## src/hw/pipe_pkg.sv

```systemverilog
package pipe_pkg;

    // ------------------------------------------------------------------------
    // Widths and sizes
    // ------------------------------------------------------------------------

    localparam int xlen       = 32;                 // Data and address width.
    localparam int reg_addr_w = 5;                  // Register index width.
    localparam int ram_words  = 256;                // Data memory depth in words.

    localparam int ram_addr_w = $clog2(ram_words);  // Word index width of the data memory.
    localparam int be_w       = xlen / 8;           // Byte lanes per word.

    // ------------------------------------------------------------------------
    // Memory access encodings
    // ------------------------------------------------------------------------

    // Kind of access carried by an operation into the memory stage.
    typedef enum logic [1:0] {
        MEM_NOP,                                    // Passes the result without an access.
        MEM_LOAD_S,                                 // Load with sign extension.
        MEM_LOAD_U,                                 // Load with zero extension.
        MEM_STORE
    } mem_type_t;

    typedef enum logic [1:0] {
        MEM_BYTE,
        MEM_HALF,
        MEM_WORD
    } mem_size_t;

endpackage

```

## src/hw/mem_stage.sv

```systemverilog
`timescale 1ns/1ps

module mem_stage (
    input  logic                            clk,
    input  logic                            rst_n,

    input  logic                            in_valid,
    input  logic [pipe_pkg::xlen-1:0]       in_pc,
    input  logic [pipe_pkg::xlen-1:0]       in_result,
    input  logic [pipe_pkg::xlen-1:0]       in_store_data,
    input  pipe_pkg::mem_type_t             in_mem_type,
    input  pipe_pkg::mem_size_t             in_mem_size,
    input  logic [pipe_pkg::reg_addr_w-1:0] in_dest,
    output logic                            in_allowin,

    input  logic                            wb_stall,
    output logic                            mem_valid,
    output logic [pipe_pkg::xlen-1:0]       mem_pc,
    output logic [pipe_pkg::xlen-1:0]       mem_result,
    output pipe_pkg::mem_type_t             mem_mem_type,
    output pipe_pkg::mem_size_t             mem_mem_size,
    output logic [pipe_pkg::reg_addr_w-1:0] mem_dest,
    output logic                            mem_ready,

    output logic                            req,
    output logic                            req_we,
    output logic [pipe_pkg::xlen-1:0]       req_addr,
    output logic [pipe_pkg::xlen-1:0]       req_wdata,
    output logic [pipe_pkg::be_w-1:0]       req_be
);

    import pipe_pkg::*;

    logic [xlen-1:0] store_data_q;
    logic [xlen-1:0] lane_data;
    logic [be_w-1:0] lane_be;
    logic            accept;

    // The stage can take a new operation once its current one leaves.
    assign in_allowin = !mem_valid || !wb_stall;
    assign accept     = in_valid && in_allowin;
    assign mem_ready  = mem_valid;

    always_ff @(posedge clk or negedge rst_n) begin
        if (!rst_n) begin
            mem_valid <= 1'b0;
        end else if (in_allowin) begin
            mem_valid <= in_valid;              // Empties when nothing new arrives.
        end
    end

    always_ff @(posedge clk) begin
        if (accept) begin
            mem_pc       <= in_pc;
            mem_result   <= in_result;
            store_data_q <= in_store_data;
            mem_mem_type <= in_mem_type;
            mem_mem_size <= in_mem_size;
            mem_dest     <= in_dest;
        end
    end

    // ------------------------------------------------------------------------
    // Store lane placement
    // ------------------------------------------------------------------------

    always_comb begin
        case (mem_mem_size)
            MEM_BYTE: begin
                lane_data = {be_w{store_data_q[7:0]}};
                lane_be   = be_w'(1) << mem_result[1:0];
            end
            MEM_HALF: begin
                lane_data = {(be_w / 2){store_data_q[15:0]}};
                lane_be   = mem_result[1] ? 4'b1100 : 4'b0011;
            end
            default: begin
                lane_data = store_data_q;
                lane_be   = '1;
            end
        endcase
    end

    // The request goes out in the same cycle the operation hands over.
    assign req       = mem_valid && (mem_mem_type != MEM_NOP) && !wb_stall;
    assign req_we    = (mem_mem_type == MEM_STORE);
    assign req_addr  = {2'b00, mem_result[xlen-1:2]};   // Word address without the low bits.
    assign req_wdata = lane_data;
    assign req_be    = lane_be;

endmodule

```

## config.mk

```make
export PLATFORM = sky130hd
export DESIGN_NAME = mem_stage
export DESIGN_NICKNAME = d
export VERILOG_FILES = /design/src/hw/pipe_pkg.sv /design/src/hw/mem_stage.sv
export SDC_FILE = /design/constraint.sdc
export NUM_CORES = 1
export LEC_CHECK = 0
export ABC_AREA = 1
export BUFFER_PORTS_ARGS = -buffer_cell sky130_fd_sc_hd__buf_4
export CORE_AREA = 2 2 100 102
export DETAILED_ROUTE_END_ITERATION = 10
export DIE_AREA = 0 0 102 104
export PLACE_DENSITY = 0.82
export SYNTH_ARGS = -nofsm -noshare
export SYNTH_HDL_FRONTEND = slang
export SYNTH_SLANG_ARGS = --single-unit
```

## constraint.sdc

```tcl
create_clock -name clk -period 10.08 [get_ports clk]
set_clock_uncertainty 0.1 [all_clocks]
set_input_delay 0.504 -clock clk [delete_from_list [all_inputs] [get_ports clk]]
set_output_delay 0.504 -clock clk [all_outputs]
set_load 0.05 [all_outputs]
```

======== Word-level counts from Yosys, hierarchy flattened ========
Cells that the tools add are included.
storage, ports and cells
  register bits after elaboration ......... 106
  input bits .............................. 109
  output and inout bits ................... 146
  logic and storage cells ................. 21
cells by class
  equal/unequal tests ..................... 2
  shift operators ......................... 1
  muxes and demuxes ....................... 3
  reductions and logical operators ........ 8
operators by type and width
  operator                                              count
  one-hot mux 32 bit (2 select lines)                   1
  one-hot mux 4 bit (2 select lines)                    1
  two-way mux 4 bit                                     1
  << shifter 1 x 2 -> 4 bit (first input constant)      1
  logical AND 1 bit                                     3
  equality test 2 x 1 -> 1 bit (second input constant)  1
  equality test 2 bit (second input constant)           1
  zero test 1 bit                                       2
  zero test 2 bit                                       1
  nonzero test 2 bit                                    1
  logical OR 1 bit                                      1

======== Depth between registers and ports, before layout ========
  depth after elaboration ................. 3
  mapped depth ............................ 5
  gate-level depth less buffers ........... 3

======== Worst setup path after synthesis ========
Ideal clock, no wire load.
  path kind ............................... reg-to-reg
  start point ............................. register mem_valid (netlist: mem_ready)
  end point ............................... register mem_dest[0] (netlist name), enable pin
  library setup time ...................... 0.603 ns
  arrival ................................. 5.763 ns
  data required time ...................... 9.377 ns
  setup slack ............................. 3.614 ns
  stages on the path, launching flop included .. 2
  buffers on the path ..................... 0
  period minus slack after synthesis ...... 6.466 ns
  cell sequence ........................... dfrtp_1 > a21oi_1
between the ends
  word-level cells in the longest chain between the ends .. 3
ends and longest elaborated chain
  item                    RTL line         source
  start, declared         mem_stage.sv:17  output logic mem_valid,
  start signal, assigned  mem_stage.sv:48  mem_valid <= in_valid;
  zero test 1 bit         mem_stage.sv:40  assign in_allowin = !mem_valid || !wb_stall;
  logical OR 1 bit        mem_stage.sv:40
  logical AND 1 bit       mem_stage.sv:41  assign accept = in_valid && in_allowin;
  net accept              mem_stage.sv:37  logic accept;
  end signal, assigned    mem_stage.sv:59  mem_dest <= in_dest;
  end, declared           mem_stage.sv:22  output logic [pipe_pkg::reg_addr_w-1:0] mem_dest,
The timed path passes the listed nets, and every way through them passes these cells.
A chain may end at the register's enable or synchronous reset.

======== Worst setup path in the final report ========
  start point ............................. register mem_valid (netlist: mem_ready)
  end point ............................... register mem_pc[23] (netlist name), enable pin
between the ends
  word-level cells in the longest chain between the ends .. 3
ends and longest elaborated chain
  item                  RTL line         source
  zero test 1 bit       mem_stage.sv:40
  logical OR 1 bit      mem_stage.sv:40
  logical AND 1 bit     mem_stage.sv:41
  net accept            mem_stage.sv:37
  end signal, assigned  mem_stage.sv:54  mem_pc <= in_pc;
  end, declared         mem_stage.sv:18  output logic [pipe_pkg::xlen-1:0] mem_pc,
The timed path passes the listed nets, and every way through them passes these cells.

==> out/results.txt <==
non-filler cells, final: 603
Syn Area/Cell: 16.3 um^2
critical path type: register to register
worst r2r path cells: 2
Die H: 104 um
synth unique cells: 16
Final Core Density: 62.3%
ANT cells: 0
Crit Reg-Reg Startpoint: mem_ready
cell count after synthesis: 246
Startpoint Class: register
HPWL after DPL: 7.29 mm
setup ws final: 7410 ps
Die ar.: 10,600 um^2
Initial DRC Count: 112
Slew headroom: 28.5%
Setup violations, final: 0
Post-synth top flop: edfxtp_1
DRC errors left: 0
Max clock buf depth: 2
Worst Hold Class: input pin to register
Worst Tran Pin Value: 1070 ps
Final Max Slew Viols: 0
Post-DRT Antenna Nets: 0
Max Freq: 374 MHz
CTS tree: done
wire per inst: 15.9 um
CP startpoint: mem_ready
most frequent cells after synthesis: edfxtp_1, nand2_1, buf_4, nand3_2, o21ai_1
Root Buffer Master: clkbuf_8
R2R Setup Slk: 7410 ps
Worst VDD drop: 0.000104 V
reg-to-reg endpoint: mem_pc[23]
worst hold start: in_dest[0]
RD Place Congestion: 0.775
Worst Path Required: 9960 ps
largest net degree at the start of global routing: 72
CP max FO: 71
clk_lat worst skew: 350 ps
vias in the first global route: 2,772
first-pass GRT wire length: 14.3 mm
crit path DAT: 2550 ps
Final Instance Area: 5950 um^2
PwrDens: 173 nW/um^2
Pre-antenna DRT Iters: 4
Reg clk slew, reported paths: 90 ps
total power: 1.03 mW
H-tree Lvls: 3
total gr overflow: 0
count leader, synth: edfxtp_1
core area: 9550 um^2
Synth area leader: edfxtp_1
Initial Util: 42.1%
# rows: 36
setup slack at placement: 7200 ps
fin crit share: 26.5%
port bufs: 252
Final Hold Vio Count: 0
Period minus WS final: 2670 ps
Yosys top cell area share: 78.4%
Vias: 2,653
Ports: 255
Hold Slack: 219 ps
Total GRT Usage: 18.2%
initial antenna violation count: 0
leading post-synthesis cells by cell area: edfxtp_1, buf_4, nand2_1, nand3_2, o21ai_1
PostCTS Resize Cnt: 0
CP Capture Point: mem_pc[23]
MaxCap Viol Count: 0
async set-reset flop share out of synthesis: 0.943%
overall die width: 102 um
CTS Buf Count: 9
Sink Count: 106
CP Capture Type: register
Vias per Instance: 4.40
Yosys warning count: 0
dpl cell area: 5740 um^2
ratio of cells with drive above 1 in the final layout: 61.3%
DRT Wirelength: 9.59 mm
RSZ-0062 raised after global routing: false
fin nets: 574
Cell Area, Synth: 4020 um^2
setup TNS: 0 ps
area delta synth->final: 48.0%
status: completed
Inst Count DP: 586
Post-synth EDFFs: 105
#FFs+latches synth: 106
Seq/Total Area, Yosys: 79.0%
P_leak: 2.62 nW
## report_power, final
group	internal, mW	switching, mW	total (mW)
Combinational	0.0746	0.163	0.238
Clock	0.128	0.136	0.264
Sequential	0.514	0.0126	0.527
Total	0.717	0.312	1.03
## cell type report
class | count | area (um^2)
Clock buffer | 12 | 155
Fill cell | 729 | 3600
Tap cell | 133 | 166
Clock inverter | 4 | 50.0
Sequential cell | 106 | 3180
Inverter | 5 | 18.8
Timing Repair Buffer | 255 | 1920
Multi-Input combinational cell | 88 | 467
## worst max-delay path, stage by stage, from the launching register on
cell     delay (ps)
dfrtp_1         460
a21oi_4         860
buf_4           820
## cell families after synthesis
kind of cell	after synthesis	synth area share, %
flip-flops	106	79.0
other	1	0.0933
AND/OR/NAND/NOR	72	9.40
AO/OA/AOI/OAI	14	1.74
buffers and inverters	53	9.74
## what timing repair did
action,in CTS,in global routing
hold buffers,1,0
buffers inserted,0,0
hold endpoints to repair,1,0
## cell usage in the layout (no fill, tap or decap)
cell type | Yosys | layout
buf_4 | 42 | 254
edfxtp_1 | 105 | 105
nand2_1 | 53 | 53
nand3_2 | 16 | 16
clkbuf_8 | 0 | 11
o21ai_1 | 10 | 10
inv_1 | 4 | 4
o21ai_0 | 3 | 3
nor2_1 | 2 | 2
conb_1 | 1 | 2
clkinvlp_4 | 0 | 2
nor2_4 | 1 | 1
inv_2 | 1 | 1
a21oi_4 | 0 | 1
clkinv_2 | 0 | 1
bufinv_16 | 0 | 1
clkbuf_1 | 0 | 1
dlygate4sd3_1 | 0 | 1
dfrtp_1 | 1 | 1
## registers in the layout, indices dropped and copies added, names as in the netlist
signal        flops
mem_ready         1
mem_mem_type      2
mem_pc           32
mem_mem_size      2
mem_dest          5
store_data_q     32
mem_result       32
## worst min-delay path by stage
stage | endpoint | slack, ps | depth (start not counted)
final | mem_dest[0] | 220 | 1
after global routing | mem_result[2] | 180 | 1
after CTS | mem_result[16] | 200 | 1
after detailed placement | mem_ready | 180 | 1
after global placement | mem_ready | 180 | 1
after floorplan | mem_ready | 110 | 0
## routing by layer
metal	vias up	GRT usage (%)	wire (um)
met4	0	7.24	163
li1	1263	-	-
met5	-	0	0
met2	143	32.4	5120
met1	1231	18.9	3380
met3	16	7.06	930
Power figures use the tool's default switching activity.
