File: config.mk
export PLATFORM = sky130hd
export DESIGN_NAME = reg_file
export DESIGN_NICKNAME = d
export VERILOG_FILES = /design/src/hw/pipe_pkg.sv /design/src/hw/reg_file.sv
export SDC_FILE = /design/constraint.sdc
export NUM_CORES = 2
export LEC_CHECK = 0
export BUFFER_PORTS_ARGS = -buffer_cell sky130_fd_sc_hd__buf_2
export CAP_MARGIN = 40
export CORE_AREA = 4 4 304 306
export DETAILED_ROUTE_END_ITERATION = 7
export DIE_AREA = 0 0 308 310
export PLACE_DENSITY = 0.76
export SYNTH_ARGS = -nofsm -noshare
export SYNTH_HDL_FRONTEND = slang
export SYNTH_SLANG_ARGS = --single-unit
File: constraint.sdc
create_clock -name clk -period 2.25 [get_ports clk]
set_input_delay 0.225 -clock clk [delete_from_list [all_inputs] [get_ports clk]]
set_output_delay 0.225 -clock clk [all_outputs]
set_load 0.005 [all_outputs]
File: src/hw/pipe_pkg.sv
package pipe_pkg;

    // ------------------------------------------------------------------------
    // Widths and sizes
    // ------------------------------------------------------------------------

    localparam int xlen       = 32;                 // Data and address width.
    localparam int reg_addr_w = 5;                  // Register index width.
    localparam int ram_words  = 256;                // Data memory depth in words.

    localparam int ram_addr_w = $clog2(ram_words);  // Word index width of the data memory.
    localparam int be_w       = xlen / 8;           // Byte lanes per word.

    // ------------------------------------------------------------------------
    // Memory access encodings
    // ------------------------------------------------------------------------

    // Kind of access carried by an operation into the memory stage.
    typedef enum logic [1:0] {
        MEM_NOP,                                    // Passes the result without an access.
        MEM_LOAD_S,                                 // Load with sign extension.
        MEM_LOAD_U,                                 // Load with zero extension.
        MEM_STORE
    } mem_type_t;

    typedef enum logic [1:0] {
        MEM_BYTE,
        MEM_HALF,
        MEM_WORD
    } mem_size_t;

endpackage

File: src/hw/reg_file.sv
`timescale 1ns/1ps

module reg_file (
    input  logic                            clk,
    input  logic                            rst_n,

    input  logic                            we,
    input  logic [pipe_pkg::reg_addr_w-1:0] waddr,
    input  logic [pipe_pkg::xlen-1:0]       wdata,

    input  logic [pipe_pkg::reg_addr_w-1:0] raddr_a,
    input  logic [pipe_pkg::reg_addr_w-1:0] raddr_b,
    output logic [pipe_pkg::xlen-1:0]       rdata_a,
    output logic [pipe_pkg::xlen-1:0]       rdata_b
);

    import pipe_pkg::*;

    // Register 0 has no storage.
    logic [xlen-1:0] regs [1:(1 << reg_addr_w) - 1];

    always_ff @(posedge clk or negedge rst_n) begin
        if (!rst_n) begin
            for (int i = 1; i < (1 << reg_addr_w); i++) begin
                regs[i] <= '0;
            end
        end else if (we && (waddr != '0)) begin
            regs[waddr] <= wdata;
        end
    end

    // A write shows on the read ports on the cycle after.
    assign rdata_a = (raddr_a == '0) ? '0 : regs[raddr_a];
    assign rdata_b = (raddr_b == '0) ? '0 : regs[raddr_b];

endmodule

---- After elaboration in Yosys (flattened, before gate mapping) ----
Cells that the tools add are included.
word-level totals
  register bits ........................... 992
  word-level logic and storage cells ...... 54
  input port bits ......................... 50
  output and inout port bits .............. 64
cells by class
  $lt $le $gt $ge ......................... 4
  bitwise operators ....................... 3
  multiplexer cells ....................... 11
  reduce and logical (&&, ||, !) cells .... 5
operators by type and width
  operator                                                  number
  bitwise mux 992 bit                                       1
  binary-select mux 32 bit (select 5 bit)                   2
  two-way mux 32 bit                                        7
  demux 32 bit (select 5 bit)                               1
  greater-or-equal comparator 6 bit, second input constant  3
  inverter 5 -> 6 bit                                       3
  zero test 5 bit                                           2
  < comparator 6 x 1 -> 1 bit, second input constant        1
  nonzero test 5 bit                                        1
  logical AND 1 bit                                         2

---- Depth between registers and ports, before layout ----
  word-level depth ........................ 6
  depth in mapped cells ................... 8
  gate-level depth less buffers ........... 4

---- Worst setup path before layout ----
Ideal clock, no wire load.
  path kind ............................... input to output
  start point ............................. in raddr_a[0] (netlist bit)
  end point ............................... out rdata_a[0] (netlist bit)
  stages .................................. 7
  arrival time ............................ 1670 ps
  path slack .............................. 355 ps
  path buffers ............................ 3
  cells stage by stage .................... buf_6 -> buf_4 -> buf_2 -> mux2_2 -> a221o_1 -> o211ai_1 -> o211ai_1
on the way
  longest elaborated chain between the ends .. 5
  elaborated cells on any way between the ends .. 6
ends and longest elaborated chain
  what                                                   line            text
  start, declared                                        reg_file.sv:11  input logic [pipe_pkg::reg_addr_w-1:0] raddr_a,
  inverter 5 -> 6 bit (not written as such)              reg_file.sv:33  assign rdata_a = (raddr_a == '0) ? '0 : regs[raddr_a];
  binary-select mux 32 bit (select 5 bit)                reg_file.sv:33
  two-way mux 32 bit (not written as such) (2 in a row)  reg_file.sv:33
  two-way mux 32 bit *                                   reg_file.sv:33
  end, declared                                          reg_file.sv:13  output logic [pipe_pkg::xlen-1:0] rdata_a,
Mark *: on every way between the ends. The rest lies on a longest branch, timed or not. The select of a mux whose other input is x is not followed.

---- Worst setup path in the final report ----
  start point ............................. reg regs[30] (netlist bit)
  end point ............................... out rdata_a[30] (netlist bit)
on the way
  longest elaborated chain between the ends .. 4
ends and longest elaborated chain
  what                                                   line            text
  start, declared                                        reg_file.sv:20  logic [xlen-1:0] regs [1:(1 << reg_addr_w) - 1];
  start signal, assigned by index                        reg_file.sv:28  regs[waddr] <= wdata;
  binary-select mux 32 bit (select 5 bit)                reg_file.sv:33
  two-way mux 32 bit (not written as such) (2 in a row)  reg_file.sv:33
  two-way mux 32 bit                                     reg_file.sv:33
No other way between the ends. The select of a mux whose other input is x is not followed.

==> parameters.txt <==
Parameter                              Value

Floorplanning
  # rows ... 110
  Initial cell density of the core ... 59.7%
  DIE AREA ... 95500 µm²
  Width of the chip ... 308 µm
  I/O pin cnt ... 114
  Core Area ... 89600 µm²
  Overall die height ... 310 µm

Layout
  Largest register by flop count ... regs
  # nets final ... 3816
  Max FFs per register ... 992
  Commonest cells after routing, fill and taps aside ... sky130_fd_sc_hd__mux2_2 (1050), sky130_fd_sc_hd__dfrtp_1 (992), sky130_fd_sc_hd__mux4_2 (377)
  Most frequent standard cell in the layout excluding fill and tap cells ... sky130_fd_sc_hd__mux2_2
  Fraction of layout cells with a size suffix above 1 ... 55.8%
  Synthesis-to-finish area growth ... 15.7%
  Regs by FF count ... regs: 992 flops

Global routing
  GR Util All Layers ... 35.7%
  Final global-route overflow total ... 0
  Number of global-route vias before repair ... 38741
  Pin count of the biggest net entering global routing ... 105
  Global-route wire length before repair ... 254 mm
  Antenna violations before repair ... 9

Clock network
  Reg clk slew, reported paths ... 0.06 ns
  Clock Root Buffer ... sky130_fd_sc_hd__clkbuf_16
  Skew-Pair Late Insertion Delay ... 0.67 ns
  Clock Path Buffers ... 3
  CTS tree ... yes
  Number of H-tree levels ... 3
  Clock sinks ... 992
  Clock buffer count from CTS ... 106

STA
  Count of pins over their slew limit ... 0
  Final setup viols ... 64
  Aggregate negative setup slack ... -11.93 ns
  Worst slew margin ... 35.8%
  Number of endpoints with negative hold slack in the final report ... 0
  WHS ... 0.0645 ns
  Upper clock frequency limit ... 383 MHz
  Final worst path period need ... 2.61 ns
  Fin Clk Skew ... 0 ns
  RSZ-0062 raised after global routing ... yes
  Final worst path period share ... 116%
  Setup slack of the critical path after layout ... -0.364 ns
  Transition at the pin with the smallest max-transition slack ... 0.960 ns

Setup path
  Cell breakdown of the critical path ... mux4_2 > mux2i_1 > o22a_1 > o211ai_1 > buf_2
  Crit path DAT ... 2.39 ns
  Slowest stage cell on the critical path ... sky130_fd_sc_hd__mux4_2
  CP peak stage delay ... 0.49 ns
  Worst path bufs/invs ... 1
  Crit-path leading delay family ... multiplexers
  Critical path data required time ... 2.03 ns
  Worst setup SP type ... flip-flop
  Critical path class ... flip-flop to output pin
  Largest fanout of any net on the critical path ... 3
  Worst Setup End Kind ... output pin

Power and ir drop
  Cell internal power dissipation ... 39800 µW
  Static leakage ... 0.0274 µW
  Switching component of the power ... 15000 µW
  Share of total power consumed by net switching ... 27.3%
  Combinational cell fraction of total power ... 21.7%
  Worst IR drop on VDD ... 0.634 mV
  Share of power burned in the clock network ... 34.2%
  Power density over cell area ... 885 nW/µm²
  Sequential share of power ... 44.1%

Synthesis
  Avg Inst Size Synth ... 14.8 µm²
  Synthesized Nets ... 3662
  Number of flops mapped to enable cells by yosys ... 0
  Unique masters post-synth ... 46
  Share of synthesized area occupied by flip-flops and latches ... 46.4%
  Most used DFF post-synth ... sky130_fd_sc_hd__dfrtp_1
  Number of synthesized register bits ... 992
  Post-synthesis cell count ... 3612
  Ys async rst share ... 100%
  Total number of yosys warnings ... 0
  Cell area after technology mapping ... 53500 µm²

Drt
  Final WL ... 170 mm
  Vias/cell ... 7.30
  First-pass detailed-route iteration total ... 6
  DRC violations left ... 0
  Number of DRC markers in iteration 0 ... 4433
  Final ANT Viol Nets ... 0
  Detail-routed net length per standard cell ... 33.7 µm
  Via Count ... 36725

Min path
  Kind of path behind the tightest hold check ... input pin to asynchronous set/reset pin

Status
  Run status ... complete, but fails checks
  Failing checks ... setup timing

Run
  Count of max-cap constraint violations ... 0

Placed design
  Routability congestion estimate ... 0.875
  HPWL after detailed placement ... 102 mm
  Buffers added on ports ... 113
worst reg2reg max path: stages (launching register included):
cell                      delay (ns)
sky130_fd_sc_hd__dfrtp_1        0.40
sky130_fd_sc_hd__buf_6          0.12
sky130_fd_sc_hd__buf_4          0.12
sky130_fd_sc_hd__mux2_2         0.25
cells by family (layout without fill, tap and decap cells):
family | count (synthesis) | count (layout) | share of synthesized area [%]
other | 0 | 5 | 0
buffers and inverters | 401 | 641 | 3.66
AND/OR/NAND/NOR | 203 | 203 | 2.05
flip-flops | 992 | 992 | 46.4
multiplexers | 1713 | 1713 | 43.4
AO/OA/AOI/OAI | 303 | 303 | 4.51
what timing repair did:
| item | in CTS | in global routing |
|---|---|---|
| setup endpoints to repair | 64 | 64 |
| resized for setup | 55 | 35 |
| pin swaps | 35 | 20 |
| setup buffers | 32 | 25 |
| hold buffers | 1 | 0 |
| hold endpoints to repair | 301 | 0 |
layout make-up:
cell class / instances / area, µm²
clock buffers: 147 / 3020
flip-flops and latches: 992 / 24800
clock inverters: 47 / 701
well taps: 1176 / 1470
inverters: 9 / 33.8
diodes: 5 / 12.5
fillers: 5745 / 27700
multi-input cells: 2219 / 27300
repair buffers: 438 / 4540
worst paths after layout:
check | from | cells after the start | to | slack (ns)
worst max-delay path | regs[30] | 5 | rdata_a[30] | -0.36
worst min-delay path | rst_n | 2 | regs[259] | 0.06
worst max register to register | regs[126] | 3 | regs[126] | 1.25
worst min register to register | regs[796] | 1 | regs[796] | 0.52
max in group asynchronous | rst_n | 3 | regs[262] | 1.10
min in group clk | waddr[1] | 3 | regs[415] | 0.09
routing by layer:
layer	vias to the layer above	track usage (%)	share of wire [%]
met5	-	0	0.0035
met1	19457	47.4	38
li1	14315	-	-
met4	2	18.0	5.7
met2	2322	56.2	47
met3	629	8.29	10
power groups by stage:
stage          Clock, µW  Sequential, µW  Combinational [µW]
6_report           18700           24200               11900
5_1_grt            19700           24500               12700
4_1_cts            18900           24000               11600
3_5_place_dp           0           24200               11200
3_3_place_gp           0           23800               10700
2_1_floorplan          0           23200                8340
Yosys cell counts (2+ instances only):
master	instances	area, µm²
sky130_fd_sc_hd__nand2_1	21	78.8
sky130_fd_sc_hd__nand3_1	16	80.1
sky130_fd_sc_hd__o211ai_1	32	240
sky130_fd_sc_hd__o31a_1	28	245
sky130_fd_sc_hd__a221o_1	17	170
sky130_fd_sc_hd__and2b_1	2	15.0
sky130_fd_sc_hd__a22o_1	4	35.0
sky130_fd_sc_hd__or2_2	2	12.5
sky130_fd_sc_hd__a221oi_1	43	377
sky130_fd_sc_hd__nor2b_1	44	275
sky130_fd_sc_hd__dfrtp_1	992	24800
sky130_fd_sc_hd__nand2b_1	9	56.3
sky130_fd_sc_hd__a2111oi_0	10	87.6
sky130_fd_sc_hd__nand4b_1	2	17.5
sky130_fd_sc_hd__o21a_1	8	60.1
sky130_fd_sc_hd__o22a_1	16	140
sky130_fd_sc_hd__nor3_1	32	160
sky130_fd_sc_hd__and2_1	3	18.8
sky130_fd_sc_hd__buf_2	162	811
sky130_fd_sc_hd__o32ai_1	8	70.1
sky130_fd_sc_hd__mux2i_1	267	2670
sky130_fd_sc_hd__mux2_2	1050	11800
sky130_fd_sc_hd__buf_4	38	285
sky130_fd_sc_hd__inv_1	7	26.3
sky130_fd_sc_hd__o22ai_1	18	113
sky130_fd_sc_hd__nor2_1	33	124
sky130_fd_sc_hd__or3_1	7	43.8
sky130_fd_sc_hd__a22oi_1	102	766
sky130_fd_sc_hd__and3_1	29	181
sky130_fd_sc_hd__mux2_1	19	214
sky130_fd_sc_hd__clkbuf_1	161	604
sky130_fd_sc_hd__buf_1	16	60.1
sky130_fd_sc_hd__mux4_2	377	8490
sky130_fd_sc_hd__o21ai_0	8	40.0
sky130_fd_sc_hd__a211oi_1	4	30.0
sky130_fd_sc_hd__buf_6	14	158
sky130_fd_sc_hd__a31oi_1	2	12.5
metrics by stage:
| step | setup WS, ns | power [µW] | util, % | instance area [µm²] | std cells |
|---|---|---|---|---|---|
| after CTS | -0.385 | 54500 | 68.7 | 61600 | 5005 |
| after detailed placement | -0.0740 | 35500 | 64.0 | 57300 | 4781 |
| after floorplan | 0.355 | 31600 | - | 53500 | 3612 |
| after global placement | -0.0907 | 34500 | 64.0 | 57300 | 4780 |
| after global routing | -0.425 | 56800 | 69.1 | 61900 | 5032 |
| final | -0.364 | 54800 | 69.1 | 61900 | 5033 |
(Power assumes the default switching activity.)
