## src/hw/pipe_pkg.sv

```systemverilog
package pipe_pkg;

    // ------------------------------------------------------------------------
    // Widths and sizes
    // ------------------------------------------------------------------------

    localparam int xlen       = 32;                 // Data and address width.
    localparam int reg_addr_w = 5;                  // Register index width.
    localparam int ram_words  = 256;                // Data memory depth in words.

    localparam int ram_addr_w = $clog2(ram_words);  // Word index width of the data memory.
    localparam int be_w       = xlen / 8;           // Byte lanes per word.

    // ------------------------------------------------------------------------
    // Memory access encodings
    // ------------------------------------------------------------------------

    // Kind of access carried by an operation into the memory stage.
    typedef enum logic [1:0] {
        MEM_NOP,                                    // Passes the result without an access.
        MEM_LOAD_S,                                 // Load with sign extension.
        MEM_LOAD_U,                                 // Load with zero extension.
        MEM_STORE
    } mem_type_t;

    typedef enum logic [1:0] {
        MEM_BYTE,
        MEM_HALF,
        MEM_WORD
    } mem_size_t;

endpackage

```

## src/hw/wb_ctrl.sv

```systemverilog
`timescale 1ns/1ps

module wb_ctrl (
    input  logic                            clk,
    input  logic                            rst_n,

    input  logic                            mem_ready,
    input  logic                            allowout,
    output logic                            wb_valid,
    output logic                            wb_ready,
    output logic                            wb_stall,

    input  logic                            mem_valid,
    input  logic [pipe_pkg::xlen-1:0]       mem_pc,
    input  logic [pipe_pkg::xlen-1:0]       mem_result,
    input  pipe_pkg::mem_type_t             mem_mem_type,
    input  pipe_pkg::mem_size_t             mem_mem_size,
    input  logic [pipe_pkg::reg_addr_w-1:0] mem_dest,

    input  logic                            mmu_data_ok,
    input  logic [pipe_pkg::xlen-1:0]       mmu_rdata,

    output logic                            rf_we,
    output logic [pipe_pkg::reg_addr_w-1:0] rf_waddr,
    output logic [pipe_pkg::xlen-1:0]       rf_wdata,

    output logic                            wb_forwardable,
    output logic [pipe_pkg::xlen-1:0]       wb_pc,
    output logic [pipe_pkg::reg_addr_w-1:0] wb_dest,
    output logic [pipe_pkg::xlen-1:0]       wb_result
);

    import pipe_pkg::*;

    logic [xlen-1:0]       pc_q;
    logic [xlen-1:0]       result_q;
    mem_type_t             mem_type_q;
    mem_size_t             mem_size_q;
    logic [reg_addr_w-1:0] dest_q;

    logic [7:0]            load_b;
    logic [15:0]           load_h;
    logic                  sext;
    logic                  is_load;
    logic [xlen-1:0]       load_data;

    // Only a memory access has to wait for the RAM response.
    assign wb_ready = wb_valid && (mem_type_q == MEM_NOP || mmu_data_ok);
    assign wb_stall = wb_valid && (!wb_ready || !allowout);

    always_ff @(posedge clk or negedge rst_n) begin
        if (!rst_n) begin
            wb_valid <= 1'b0;
        end else if (!wb_stall) begin
            wb_valid <= mem_valid && mem_ready;
        end
    end

    always_ff @(posedge clk) begin
        if (!wb_stall) begin
            pc_q       <= mem_pc;
            result_q   <= mem_result;
            mem_type_q <= mem_mem_type;
            mem_size_q <= mem_mem_size;
            dest_q     <= mem_dest;
        end
    end

    // ------------------------------------------------------------------------
    // Load realignment and extension
    // ------------------------------------------------------------------------

    assign load_b  = mmu_rdata[8*result_q[1:0] +: 8];
    assign load_h  = mmu_rdata[16*result_q[1] +: 16];
    assign sext    = (mem_type_q == MEM_LOAD_S);
    assign is_load = (mem_type_q == MEM_LOAD_S) || (mem_type_q == MEM_LOAD_U);

    always_comb begin
        case (mem_size_q)
            MEM_BYTE: load_data = {{(xlen - 8){sext && load_b[7]}}, load_b};
            MEM_HALF: load_data = {{(xlen - 16){sext && load_h[15]}}, load_h};
            default:  load_data = mmu_rdata;
        endcase
    end

    assign wb_pc          = pc_q;
    assign wb_dest        = dest_q;
    assign wb_result      = is_load ? load_data : result_q;
    assign wb_forwardable = wb_ready;   // The value is final as soon as it is ready.

    assign rf_we    = wb_ready && allowout;
    assign rf_waddr = dest_q;
    assign rf_wdata = wb_result;

endmodule

```

## config.mk

```make
export PLATFORM = sky130hd
export DESIGN_NAME = wb_ctrl
export DESIGN_NICKNAME = d
export VERILOG_FILES = /design/src/hw/pipe_pkg.sv /design/src/hw/wb_ctrl.sv
export SDC_FILE = /design/constraint.sdc
export NUM_CORES = 1
export LEC_CHECK = 0
export BUFFER_PORTS_ARGS = -buffer_cell sky130_fd_sc_hd__buf_2
export CAP_MARGIN = 0
export CORE_MARGIN = 3
export CORE_UTILIZATION = 43
export DETAILED_ROUTE_END_ITERATION = 12
export HOLD_SLACK_MARGIN = 0.03
export PLACE_DENSITY_LB_ADDON = 0.3
export SETUP_SLACK_MARGIN = 0.3
export SYNTH_ARGS = -nofsm -noshare
export SYNTH_HDL_FRONTEND = slang
export SYNTH_SLANG_ARGS = --single-unit
```

## constraint.sdc

```tcl
create_clock -name clk -period 3.17 [get_ports clk]
set_input_delay 0.1585 -clock clk [delete_from_list [all_inputs] [get_ports clk]]
set_output_delay 0.1585 -clock clk [all_outputs]
set_load 0.02 [all_outputs]
```

# --- After elaboration in Yosys (flattened, before gate mapping) ---
# Cells that the tools add are included.
word_totals:
  elab_cells: 26
  out_inout_bits: 111
  regBits: 74
  input_bits: 111
classes:
  eq_ne: 3
  n_mux: 2
  n_shift: 2
  reduce_logical: 13
op_table:
  columns: ["op", "count"]
  rows:
  - ["one-hot mux 32 bit (2 select lines)", 1]
  - ["2-to-1 mux 32 bit", 1]
  - ["indexed part select 32 x 6 -> 16 bit", 1]
  - ["indexed part select 32 x 6 -> 8 bit", 1]
  - ["logical AND 1 bit", 6]
  - ["== test 2 x 1 -> 1 bit (second input constant)", 2]
  - ["logical NOT 2 bit", 2]
  - ["logical OR 1 bit", 3]
  - ["== test 2 bit (second input constant)", 1]
  - ["logical NOT 1 bit", 2]

# --- Logic depth before layout (Yosys ltp) ---
# Gate-level depths: netlist (run 1).
depth:
  word_depth: 6
  depth_mapped: 8

# --- Worst setup path after synthesis (run 1) ---
# OpenSTA, ideal clock, no wires.
synth_timing:
  path_type: "register -> output"
  from: "reg mem_type_q[0]"
  to: "out wb_stall"
  required_time_ns: 3.012
  path_slack_ns: 0.338
  arrival_time_ns: 2.673
  n_path_buf: 0
  path_stages_with_launch: 6
  cell_sequence: "edfxtp_1 > inv_1 > ha_1 > o21ai_0 > nand2_1 > inv_1"
synth_via:
  elab_chain_len: 6
synth_rtl:
  columns: ["element", "line_no", "text"]
  rows:
  - ["start: declaration", "wb_ctrl.sv:37", "mem_type_t mem_type_q;"]
  - ["start signal: assignment", "wb_ctrl.sv:63", "mem_type_q <= mem_mem_type;"]
  - ["logical NOT 2 bit", "wb_ctrl.sv:48", "assign wb_ready = wb_valid && (mem_type_q == MEM_NOP || mmu_data_ok);"]
  - ["logical OR 1 bit", "wb_ctrl.sv:48", null]
  - ["logical AND 1 bit", "wb_ctrl.sv:48", null]
  - ["logical NOT 1 bit", "wb_ctrl.sv:49", "assign wb_stall = wb_valid && (!wb_ready || !allowout);"]
  - ["logical OR 1 bit", "wb_ctrl.sv:49", null]
  - ["logical AND 1 bit", "wb_ctrl.sv:49", null]
  - ["end: declaration", "wb_ctrl.sv:11", "output logic wb_stall,"]
# No other way between the ends.

# --- Final worst setup path (run 1) ---
layout_timing:
  from: "reg mem_size_q[0]"
  to: "out rf_wdata[29] (netlist name)"
layout_via:
  elab_chain_len: 3
  elab_cells_between_ends: 4
  classes_between: "eq/ne: 1; mux: 2; reduce/logical: 1"
layout_rtl:
  columns: ["element", "line_no", "text"]
  rows:
  - ["start: declaration", "wb_ctrl.sv:38", "mem_size_t mem_size_q;"]
  - ["start signal: assignment", "wb_ctrl.sv:64", "mem_size_q <= mem_mem_size;"]
  - ["== test 2 x 1 -> 1 bit or logical NOT 2 bit (tied branches)", "wb_ctrl.sv:79", "case (mem_size_q)"]
  - ["one-hot mux 32 bit (2 select lines) (*)", "wb_ctrl.sv:79", null]
  - ["2-to-1 mux 32 bit (*)", "wb_ctrl.sv:88", "assign wb_result = is_load ? load_data : result_q;"]
  - ["end: declaration", "wb_ctrl.sv:25", "output logic [pipe_pkg::xlen-1:0] rf_wdata,"]
# Mark *: on every way between the ends. The rest lies on a longest branch, timed or not.

==> metrics list, run 1 <==
* Outcome: complete, no violations
- The min-delay analysis places its worst path in the category primary input to asynchronous set/reset pin.
* Commonest register cell after synthesis: edfxtp_1
* Skew-Pair Late Insertion Delay: roughly 0.34 ns
- VDD sags by at most 0.442 mV.
* Final worst path period share: 0.825
- The die covers 9270 sq um.
- TritonCTS created 9 clock buffers.
- Fraction of final layout cells sized beyond drive strength 1: 0.482
- A synthesized cell averages around 13 sq um.
* Sequential cell area in the final layout: 2220 sq um
- Mapped Nets: approximately 380
* Tightest Pin Transition: 0.953 ns
- The initial antenna violation count came to 0.
* Routability cong.: 0.722
- GRT Residual Overflow: 0
- For this run, global-route usage on met1 was measured as 0.252.
- Dividing the detail-routed wire length by the instance count gives ~18 um.
- For this configuration, the core starts out at a cell density of 0.449.
- Detailed placer's ending HPWL: 7650 um
- Yosys mapped the design onto 35 distinct sky130hd cell types.
- The worst register-to-register path has a depth of 4.
* Synthesized instance count: around 270
- I/O pins: 222
* Combined area of the multi-input logic cells: just over 900 sq um
- CTS tree: done
- Critical Path Fanout Max: 14
* Slack of the worst reg-to-reg path: 1.18 ns
- STA classifies the critical path endpoint as an output port.
- Unrepaired setup endpoints after global routing: no
* Lkg Pwr: 2.43 nW
- Clock root buffer: clkbuf_8
- Max-cap violations in this run came to 0.
- Drc violations: 0
- Headroom to the max-slew limit: 0.365
- Sum Neg Setup Slack: 0 ns
- After layout, the design draws a total of ~3.0 mW.
* Number of detailed-routing iterations run before antenna repair: 4
- The final hold violation count was 0.
* Setup Crit Path Kind: flip-flop to output port
- In this run the power density over the cells is about 550 nW/um^2.
- In this run, synthesis produced a sequential element count of 74.
* Number of levels in the clock H-tree: 3
* Count of port buffers added during placement: 221
- For this run, the share of the core covered by cells in the final layout is 0.692.
- For met2 alone, demand over resource in global routing was 0.434.
- # fillers: just over 600
* Cell Rows: 32
- The clock passes through at most 2 buffers.
* Post-synthesis sequential area ratio: 0.633
- Ratio of routed vias to standard cells: 5.05
- Most heavily used metal layer in global routing: met2
- Standard cell area after detailed placement: 4440 sq um
* Setup skew after layout: 0.00827 ns
- Endpoint required time on the critical path: 3.01 ns
- Summed over all instances, the cell type with the most area after synthesis is edfxtp_1.
- The first global-routing pass estimated 16300 um of wire.
* Final instance area: roughly 5400 sq um
* Overall via count from detail_route: 3225
- Critical path data arrival time: about 2.5 ns
- Cell area after synthesis: ~3500 sq um
- Post-synth EDFFs: 73
- The worst register-to-register path ends at result_q[21].
* Startpoint of the worst register-to-register path: mem_type_q[0]
* Count of nets left with antenna violations after detail routing: 0
- From synthesis to final layout, the design area changed by 54.1%.
- STA classifies the critical path startpoint as a flip-flop.
- Measured along the x axis, the die boundary spans slightly below 100 um.
- Nets: 645
- After clock tree synthesis, the clock-pin slew on the worst setup and hold paths is 0.08 ns.
- Largest net degree at the start of global routing: 76
- The repair_antennas step left the layout with diodes totalling 0.
- The region available for standard cell placement spans just under 8000 sq um.
- Total Routed Length: 11300 um
- Met3 track utilization from global routing: 0.0852
- Fmax achieved: 382 MHz
- Counting I/O delays and the setup requirement, the final critical path takes 2.61 ns.
- Violation count after the first detailed-routing iteration: 159
* Area contributors post-synth: edfxtp_1 (63%), buf_4 (8.1%), a22oi_1 (3.2%)
- The via count of the first global-routing pass was 3311.
- In this run the vertical extent of the chip is 96.3 um.
* Slew Viols, Final: 0
- Fraction of registers with async set or reset after synthesis: 0.0135
- Yosys printed 0 warnings.
* Area share of the largest cell type after synthesis: 0.625
* CTS sink count: 74
* Aggregate global-route resource usage: 0.238
- WHS: 0.118 ns
- # setup viols final: 0
-- sequential cells by signal, summed over array words and instances (netlist names) --
signal	count
mem_size_q	2
mem_type_q	2
result_q	32
rf_waddr	5
wb_pc	32
wb_valid	1
-- worst max-delay path, cell delays in order (launching register included) --
cell and delay [ns]:
edfxtp_1 0.62, or2_2 0.38, a22oi_1 0.49, buf_4 0.29
o21ai_0 0.13, buf_2 0.21
-- final cells by class --
cell class              instances  share of cell area
repair buffers                305               0.357
clock buffers                  10              0.0236
multi-input cells             132               0.169
well taps                     102              0.0236
flip-flops and latches         74               0.411
inverters                      10             0.00695
clock inverters                 6             0.00904
-- power by group --
group	leakage [nW]	internal (mW)	switching, mW	total, mW
registers	0.743	1.20	0.0421	1.24
logic	1.60	0.389	0.677	1.07
clock network	0.0799	0.293	0.379	0.671
-- worst max path at each step --
stage | startpoint | to | cells past startpoint
6_report | mem_size_q[0] | rf_wdata[29] | 5
3_3_place_gp | mem_type_q[0] | rf_wdata[9] | 7
4_1_cts | mem_type_q[0] | rf_wdata[9] | 7
5_1_grt | mem_size_q[0] | wb_result[26] | 5
2_1_floorplan | mem_type_q[0] | wb_stall | 5
3_5_place_dp | mem_type_q[0] | rf_wdata[9] | 7
-- cells in the final DEF (no fill, tap or decap), drive strengths merged, types with 2 or more instances in the layout --
cell type / Yosys / layout
a22oi: 15 / 15
buf: 39 / 229
mux2: 9 / 9
nor2: 6 / 6
and3b: 6 / 6
clkbuf: 13 / 10
clkinvlp: 0 / 3
and2: 2 / 2
nand3: 3 / 3
o21ai: 20 / 20
nand2: 15 / 15
o22ai: 7 / 7
dlygate4sd3: 0 / 76
nand2b: 2 / 2
a221oi: 6 / 6
nand3b: 2 / 2
a31oi: 2 / 2
a21oi: 13 / 13
edfxtp: 73 / 73
nor2b: 7 / 7
inv: 10 / 13
ha: 2 / 2
o221ai: 3 / 3
o211ai: 2 / 2
-- logic make-up (layout without fill, tap and decap cells) --
group	count (synthesis)	after routing	synth area share
mux	11	11	0.0382
fa+ha+maj	2	2	0.00714
simple gates	46	46	0.0725
flops	74	74	0.633
compound gates	73	73	0.140
buf+inv	62	331	0.110
-- layer usage --
| layer | routed length (um) | up-vias |
|---|---|---|
| met2 | 5750 | 199 |
| li1 | - | 1500 |
| met3 | 1190 | 21 |
| met1 | 4090 | 1505 |
| met5 | 0 | - |
| met4 | 223 | 0 |
-- through the flow --
stage          instances  worst slack, ns
2_1_floorplan        268            0.338
3_3_place_gp         544            0.728
3_5_place_dp         544            0.636
4_1_cts              636            0.309
5_1_grt              639            0.418
6_report             639            0.555
-- repair_timing --
action	CTS	global route
setup buffers	0	3
resized for setup	0	1
endpoints found under the hold margin	75	0
hold buffers	76	0
pin swaps	1	1
endpoints found under the setup margin	4	31
-- Yosys cell counts, types with 3 or more instances --
| library cell | count |
|---|---|
| a21oi_1 | 13 |
| a221oi_1 | 6 |
| a22oi_1 | 15 |
| and3b_1 | 6 |
| buf_4 | 38 |
| clkbuf_1 | 12 |
| edfxtp_1 | 73 |
| inv_1 | 10 |
| mux2_2 | 9 |
| nand2_1 | 15 |
| nand3_1 | 3 |
| nor2_1 | 6 |
| nor2b_1 | 7 |
| o21ai_0 | 20 |
| o221ai_1 | 3 |
| o22ai_1 | 7 |
Power figures use the tool's default switching activity.
==> run 2, diff against run 1 <==
==> constraint.sdc (replaced) <==
create_clock -name clk -period 2.5 [get_ports clk]
set_input_delay 0.125 -clock clk [delete_from_list [all_inputs] [get_ports clk]]
set_output_delay 0.125 -clock clk [all_outputs]
set_load 0.02 [all_outputs]
==> run 2 against run 1 <==
Net effect:
- critical path depth is 2 higher
- flip-flop and latch count is the same
- power is 46% higher
- sequential share of layout area down 4.9 points
- core utilization rose by 9.4 points
- die area stayed put
- clock power grew 52%
- routed wire length up 12%
- hold slack got worse by 0.024 ns
- non-clock buffer count is 19 higher
- global-route usage grew 1.8 points
- via count rose by 4.1%
==> metrics list, run 2 (synthesis results as in run 1) <==
- Outcome: complete, no violations
- The fraction of power spent switching nets came to 0.347 (-0.0212).
- The met2 demand-to-capacity share in global routing was 0.455 (+0.0207).
* Endpoint required time on the critical path: 2.38 ns (-0.63 ns)
- Internal Power: 2.85 mW (+51%)
- Number of detailed-routing iterations run before antenna repair: 4 (unchanged)
* Via count of the first global-routing pass: 3338 (+0.82%)
* Final design utilization: 0.786 (+0.0944)
* Total die area: 9270 sq um (unchanged)
* Slowest cell on the critical path: edfxtp_1
- # fillers: 462 (-24%)
* Num CTS Buffers: 9 (unchanged)
* Unrepaired setup endpoints after global routing: yes
- Leaving out fill and tap cells, the most frequent cells in the layout are buf_2 (181), dlygate4sd3_1 (76), edfxtp_1 (73), buf_4 (30), buf_6 (30).
- The total negative setup slack came to 0 ns (unchanged).
* Worst path buffer plus inverter count: 4 (+2)
* Count of nets left with antenna violations after detail routing: 0 (unchanged)
* DIE WIDTH: 96.3 um (unchanged)
- Slew Viols, Final: 0 (unchanged)
- Antenna violations before repair: 0 (unchanged)
* Met3 track utilization from global routing: 0.0813 (-0.00391)
- Drc violations: 0 (unchanged)
- Fraction of final layout cells sized beyond drive strength 1: 0.558 (+0.0760)
- The number of placed I/O pins came to 222 (unchanged).
- Height of the die: 96.3 um (unchanged)
- Max-cap violations: 0 (unchanged)
* Power share of the clock group: 0.234 (+0.009)
- Startpoint of the most critical setup path: result_q[1]
- The maximum fanout encountered on the critical timing path is 6 (-8).
- Number of levels in the clock H-tree: 3 (unchanged)
- Maximum clock insertion buffer count: 2 (unchanged)
- In the finished design, the share of the clock period the worst path needs comes to 0.903.
- The met1 global-route usage came to 0.284 (+0.0318).
- Total core area: 7810 sq um (unchanged)
- Slack of the worst reg-to-reg path: 0.88 ns (-0.30 ns)
- The worst register-to-register path ends at rf_waddr[3].
- The later-pin clock latency in the skew report came to 0.34 ns (about the same).
* Fraction of power consumed by sequential logic: 0.359 (-0.058)
- The overall routing resource usage came to 0.256 (+0.0178).
- Worst voltage drop across the vdd grid: 0.437 mV (-1.1%)
- Detailed placer's ending HPWL: 7830 um (+2.3%)
- The number of clock sinks seen by CTS came to 74 (unchanged).
- Startpoint of the worst register-to-register path: mem_type_q[0]
- Tightest Pin Transition: 0.320 ns (-0.633 ns)
* Sequential cell area in the final layout: 2220 sq um (unchanged)
- NetSw: 1.52 mW (+38%)
- The via count came to 3358 (+4.1%).
- The power density relative to cell area was 711 nW/um^2 (+29%).
- The total global routing overflow was 0 (unchanged).
- Wirelength per Cell: 19.1 um (+8.3%)
* Headroom to the max-slew limit: 0.785 (+0.420)
- On the critical path the largest part of the delay comes from buffers and inverters.
* Layout overhead on the synthesized area: 75.1%
- Total power: 4.36 mW (+46%)
* Critical Path Start Type: flip-flop
* Combined area of the multi-input logic cells: 1160 sq um (+27%)
* Diodes inserted: 0 (unchanged)
- The via count normalized by instance count came to 5.10 (+0.96%).
- The critical path is of the flip-flop to output port type.
* Cell Rows: 32 (unchanged)
- In this run the worst hold path is classified as primary input to asynchronous set/reset pin.
* Violation count after the first detailed-routing iteration: 156 (-1.9%)
- Count of port buffers added during placement: 221 (unchanged)
- The final-stage net count is 665 (+3.1%).
- Clock tree synthesis selected as its root buffer the cell clkbuf_8.
- TritonCTS built the clock tree.
- The layer flagged by global routing as most heavily used is met2.
- The routed wire length is 12600 um (+12%).
- Lkg Pwr: 2.70 nW (+11%)
- The path depth of the worst reg2reg path came to 5 (+1).
- Endpoint class of the critical path: output port
- Part of the total power dissipated in combinational logic: 0.407 (+0.049)
- Largest net degree at the start of global routing: 55 (-28%)
* Setup skew after layout: 0.0120 ns (+0.00370 ns)
- The effective utilization at floorplan is 0.449 (unchanged).
- For the finished layout, the period the worst path requires is 2.26 ns.
* Final Hold Fails: 0 (unchanged)
- The first-pass GRT wire length is 17300 um (+6.5%).
* Cell breakdown of the critical path: buf_12 -> mux2_4 -> a22oi_2 -> buf_6 -> buf_8 -> o21ai_2 -> buf_2
- Fmax achieved: between 400 and 500 MHz
* # setup viols final: 0 (unchanged)
- Clock-pin slew reported for the worst setup and hold paths after clock tree synthesis: 0.08 ns (about the same)
- Critical path data arrival time: 2.13 ns (-0.33 ns)
* Worst stage delay on the critical path: 0.47 ns (-0.15 ns)
- The routability congestion estimate is 0.716 (-0.80%).
- Leaving out fill and tap cells, the most frequent cell in the layout is buf_2.
[run 2: cell count changes in the layout (fill, tap and decap cells not counted), sizes merged]
cell      delta
buf         +18
bufinv       +2
clkbuf       +1
clkinv       +3
clkinvlp     -2
inv          -3
nand2        +1
[run 2: worst max path at each step]
stage                    endpoint  depth (start not counted)
floorplan           wb_result[19]                          7
global placement     wb_result[9]                          8
detailed placement   wb_result[9]                          8
CTS                   rf_wdata[8]                          6
global route        wb_result[10]                          6
finish              wb_result[25]                          7
[run 2: layout make-up]
type | count | share of cell area
repair buffers | 324 | 0.386
flip-flops and latches | 74 | 0.361
multi-input cells | 133 | 0.189
clock buffers | 10 | 0.0208
well taps | 102 | 0.0208
clock inverters | 6 | 0.0149
inverters | 10 | 0.00673
[run 2: power groups by stage]
stage	logic (mW)	registers, mW	clock network [mW]
finish	1.77	1.57	1.02
global route	1.88	1.58	1.09
CTS	1.51	1.56	1.05
detailed placement	1.28	1.59	0
global placement	1.26	1.59	0
floorplan	0.856	1.66	0
[run 2: through the flow]
| stage | instance area, sq um | hold WS, ns | worst slack (ns) | cells |
|---|---|---|---|---|
| after CTS | 5700 | 0.0586 | 0.258 | 650 |
| after floorplan | 3510 | -0.171 | 0.330 | 268 |
| final | 6140 | 0.0935 | 0.242 | 659 |
| after global placement | 4500 | -0.0994 | 0.516 | 548 |
| after detailed placement | 4500 | -0.0981 | 0.443 | 548 |
| after global routing | 6140 | 0.0835 | 0.161 | 659 |
[run 2: what timing repair did]
| item | CTS | global route |
|---|---|---|
| pin swaps | 2 | 11 |
| endpoints found under the setup margin | 65 | 58 |
| hold buffers | 76 | 0 |
| resized for setup | 46 | 94 |
| gates cloned | 2 | 1 |
| buffers inserted | 8 | 8 |
| endpoints found under the hold margin | 75 | 0 |
[run 2: worst reg2reg max path: cells and delay by family, from the launching register on]
kind            cells  cell delay, ns
simple gates        1            0.20
compound gates      1            0.10
fa+ha+maj           1            0.15
flops               1            0.40
buf+inv             2            0.43
[run 2: routing by layer]
metal	part of all wire	up-vias
li1	-	1546
met1	0.36	1595
met2	0.52	197
met3	0.098	20
met4	0.020	0
met5	0	-
==> run 3, diff against run 2 <==
--- a/config.mk
+++ b/config.mk
@@ -12,6 +12,7 @@
 export DETAILED_ROUTE_END_ITERATION = 12
 export HOLD_SLACK_MARGIN = 0.03
 export PLACE_DENSITY_LB_ADDON = 0.3
+export REMOVE_ABC_BUFFERS = 1
 export SETUP_SLACK_MARGIN = 0.3
 export SYNTH_ARGS = -nofsm -noshare
 export SYNTH_HDL_FRONTEND = slang
==> run 3 against run 2 <==
Net effect:
- register-to-register slack got worse by 0.04 ns
- via count decreased by 1.4%
- critical path type unchanged
- highest routed layer unchanged
- critical endpoint is now rf_wdata[13]
- critical path depth decreased by 1
- global-route usage decreased by 0.57 points
- die area unchanged
- clock power about the same
- final cell count increased by 0.61%
- power decreased by 5.2%
- flip-flop and latch count unchanged
==> metrics list, run 3 (synthesis results as in run 1) <==
- The run finished with clean final reports.
- The initial antenna violation count is 0 (unchanged).
- The slowest stage of the critical path belongs to the cell mux4_2.
* Worst voltage drop across the vdd grid: 0.618 mV (+42%)
- The number of I/O port buffers is 221 (unchanged).
- Via count of the first global-routing pass: 3320 (-0.54%)
* # setup viols final: 0 (unchanged)
- Post-route minimum period: 2.25 ns (-0.00902 ns)
* Cell breakdown of the critical path: buf_4 -> mux4_2 -> a311oi_4 -> buf_4 -> a21oi_1 -> buf_2
- Initial Util: 0.449 (unchanged)
- The via count came to 3312 (-1.4%).
- Number of detailed-routing iterations run before antenna repair: 4 (unchanged)
- NetSw: 1.44 mW (-5.2%)
- The final hold slack came to 0.117 ns (+0.0235 ns).
- Switching part of the total: 0.347 (about the same)
* Setup Crit Path Kind: flip-flop to output port
* Headroom to the max-slew limit: 0.734 (-0.0511)
* Min-Delay Path Class: primary input to asynchronous set/reset pin
* Final cell count without fillers: 663 (+0.61%)
* Aggregate global-route resource usage: 0.251 (-0.00571)
- Critical Path Start Type: flip-flop
- The number of H-tree branching levels came to 3 (unchanged).
- DIE WIDTH: 96.3 um (unchanged)
* Slew Viols, Final: 0 (unchanged)
- The count of buffer and inverter cells on the critical path is 3 (-1).
* Endpoint class of the critical path: output port
* Max-cap violations: 0 (unchanged)
* Violation count after the first detailed-routing iteration: 114 (-27%)
- Height of the die: 96.3 um (unchanged)
* Lkg Pwr: 2.64 nW (-2.4%)
- Cell depth of the worst setup path: 6 (-1)
- The share of total power in combinational logic is 0.374 (-0.033).
- Setup skew after layout: 0.00819 ns (-0.00378 ns)
* Skew-Pair Late Insertion Delay: 0.33 ns (about the same)
- Relative to the synthesized area, the layout overhead comes to 66.7%.
* GRT Residual Overflow: 0 (unchanged)
- The routed wire length was 12000 um (-4.3%).
- The fraction of final layout cells with drive strength greater than 1 came to 0.537 (-0.0218).
* Final worst path period share: 0.899 (-0.00361)
- CTS tree: done
- The path depth of the worst reg2reg path came to 5 (unchanged).
- The number of clock sinks seen by CTS was 74 (unchanged).
- The first-pass GRT wire length is 17100 um (-1.6%).
* Maximum clock insertion buffer count: 2 (unchanged)
* Critical path data arrival time: 2.12 ns (about the same)
* Num CTS Buffers: 9 (unchanged)
- Fraction of power consumed by sequential logic: 0.378 (+0.019)
* Nets: 670 (+0.75%)
- Detailed placer's ending HPWL: 7650 um (-2.3%)
- The diode insertion count for antenna repair came to 0 (unchanged).
- Highest-count cells in the layout ignoring fill and taps: buf_2 (210), dlygate4sd3_1 (76), edfxtp_1 (73), buf_4 (33), nand2_1 (14)
- The number of fill cells is 522 (+13%).
- Fmax achieved: 445 MHz (+0.40%)
* Critical Path Fanout Max: 4 (-2)
* Final Hold Fails: 0 (unchanged)
- Power density relative to cell area: 708 nW/um^2 (-0.41%)
- The routability congestion estimate was 0.803 (+12%).
- Internal Power: 2.70 mW (-5.2%)
- Clock root buffer: clkbuf_8
- Cell Rows: 32 (unchanged)
- Startpoint of the most critical setup path: result_q[1]
- The sum of internal, switching and leakage power is 4.14 mW (-5.2%).
* Power share of the clock group: 0.247 (+0.013)
* Count of nets left with antenna violations after detail routing: 0 (unchanged)
* Largest net degree at the start of global routing: 76 (+38%)
- Unrepaired setup endpoints after global routing: yes
* Tightest Pin Transition: 0.400 ns (+0.0800 ns)
* Clock-pin slew reported for the worst setup and hold paths after clock tree synthesis: 0.09 ns (about the same)
- Total die area: 9270 sq um (unchanged)
- Ratio of routed vias to standard cells: 5.00 (-2.0%)
- Crit-path most repeated cell: buf_4
- I/O pins: 222 (unchanged)
* Kind of cell adding the most delay to the critical path: buffers and inverters
* Placed cell count: 549 (+0.18%)
* Worst stage delay on the critical path: 0.52 ns (+0.05 ns)
* Leading cell type in the layout, fill and taps excluded: buf_2
- Total core area: 7810 sq um (unchanged)
- The residual DRC count was 0 (unchanged).
- Wirelength per Cell: 18.1 um (-4.9%)
- The startpoint identified for the worst register-to-register timing path is mem_type_q[0].
* Endpoint required time on the critical path: 2.38 ns (about the same)
## run 3: metrics by stage
step / setup WS [ns] / utilization / instance area, sq um / TNS (ns)
floorplan: -0.298 / - / 3160 / -16.45
CTS: 0.254 / 0.723 / 5650 / 0
global placement: 0.400 / 0.573 / 4470 / 0
global route: 0.160 / 0.748 / 5840 / 0
detailed placement: 0.365 / 0.573 / 4470 / 0
finish: 0.251 / 0.748 / 5840 / 0
## run 3: path summary, 6_finish.rpt
path                                 to  slack [ns]
max in group asynchronous      wb_valid        2.30
min in group clk               wb_valid        0.46
hold / removal                 wb_valid        0.12
setup / recovery           rf_wdata[13]        0.25
setup reg to reg            rf_waddr[0]        0.84
hold reg to reg                wb_valid        0.83
## run 3: area by class of cell
| class | instances | area [sq um] | share of cell area |
|---|---|---|---|
| Multi-Input combinational cell | 132 | 1020 | 0.175 |
| Clock inverter | 6 | 90.1 | 0.0154 |
| Sequential cell | 74 | 2220 | 0.380 |
| Inverter | 10 | 37.5 | 0.00643 |
| Tap cell | 102 | 128 | 0.0218 |
| Clock buffer | 9 | 124 | 0.0212 |
| Timing Repair Buffer | 330 | 2220 | 0.380 |
## run 3: power by group through the flow
| stage | Combinational, mW | Sequential (mW) | Clock, mW |
|---|---|---|---|
| after floorplan | 0.636 | 1.70 | 0 |
| after global placement | 1.25 | 1.59 | 0 |
| after detailed placement | 1.26 | 1.60 | 0 |
| after CTS | 1.44 | 1.56 | 1.04 |
| after global routing | 1.66 | 1.58 | 1.10 |
| final | 1.55 | 1.56 | 1.02 |
## run 3: repair_timing
action	in CTS	in global routing
hold endpoints to repair	75	0
setup buffers	14	7
setup endpoints to repair	65	65
pin swaps	3	2
gates cloned	2	0
gates resized for setup	18	41
hold buffers	76	0
## run 3: layer usage
metal,part of all wire,GRT usage,up-vias
li1,-,-,1551
met1,0.36,0.276,1562
met2,0.52,0.441,179
met3,0.10,0.0954,20
met4,0.016,0.0841,0
met5,0,0,-
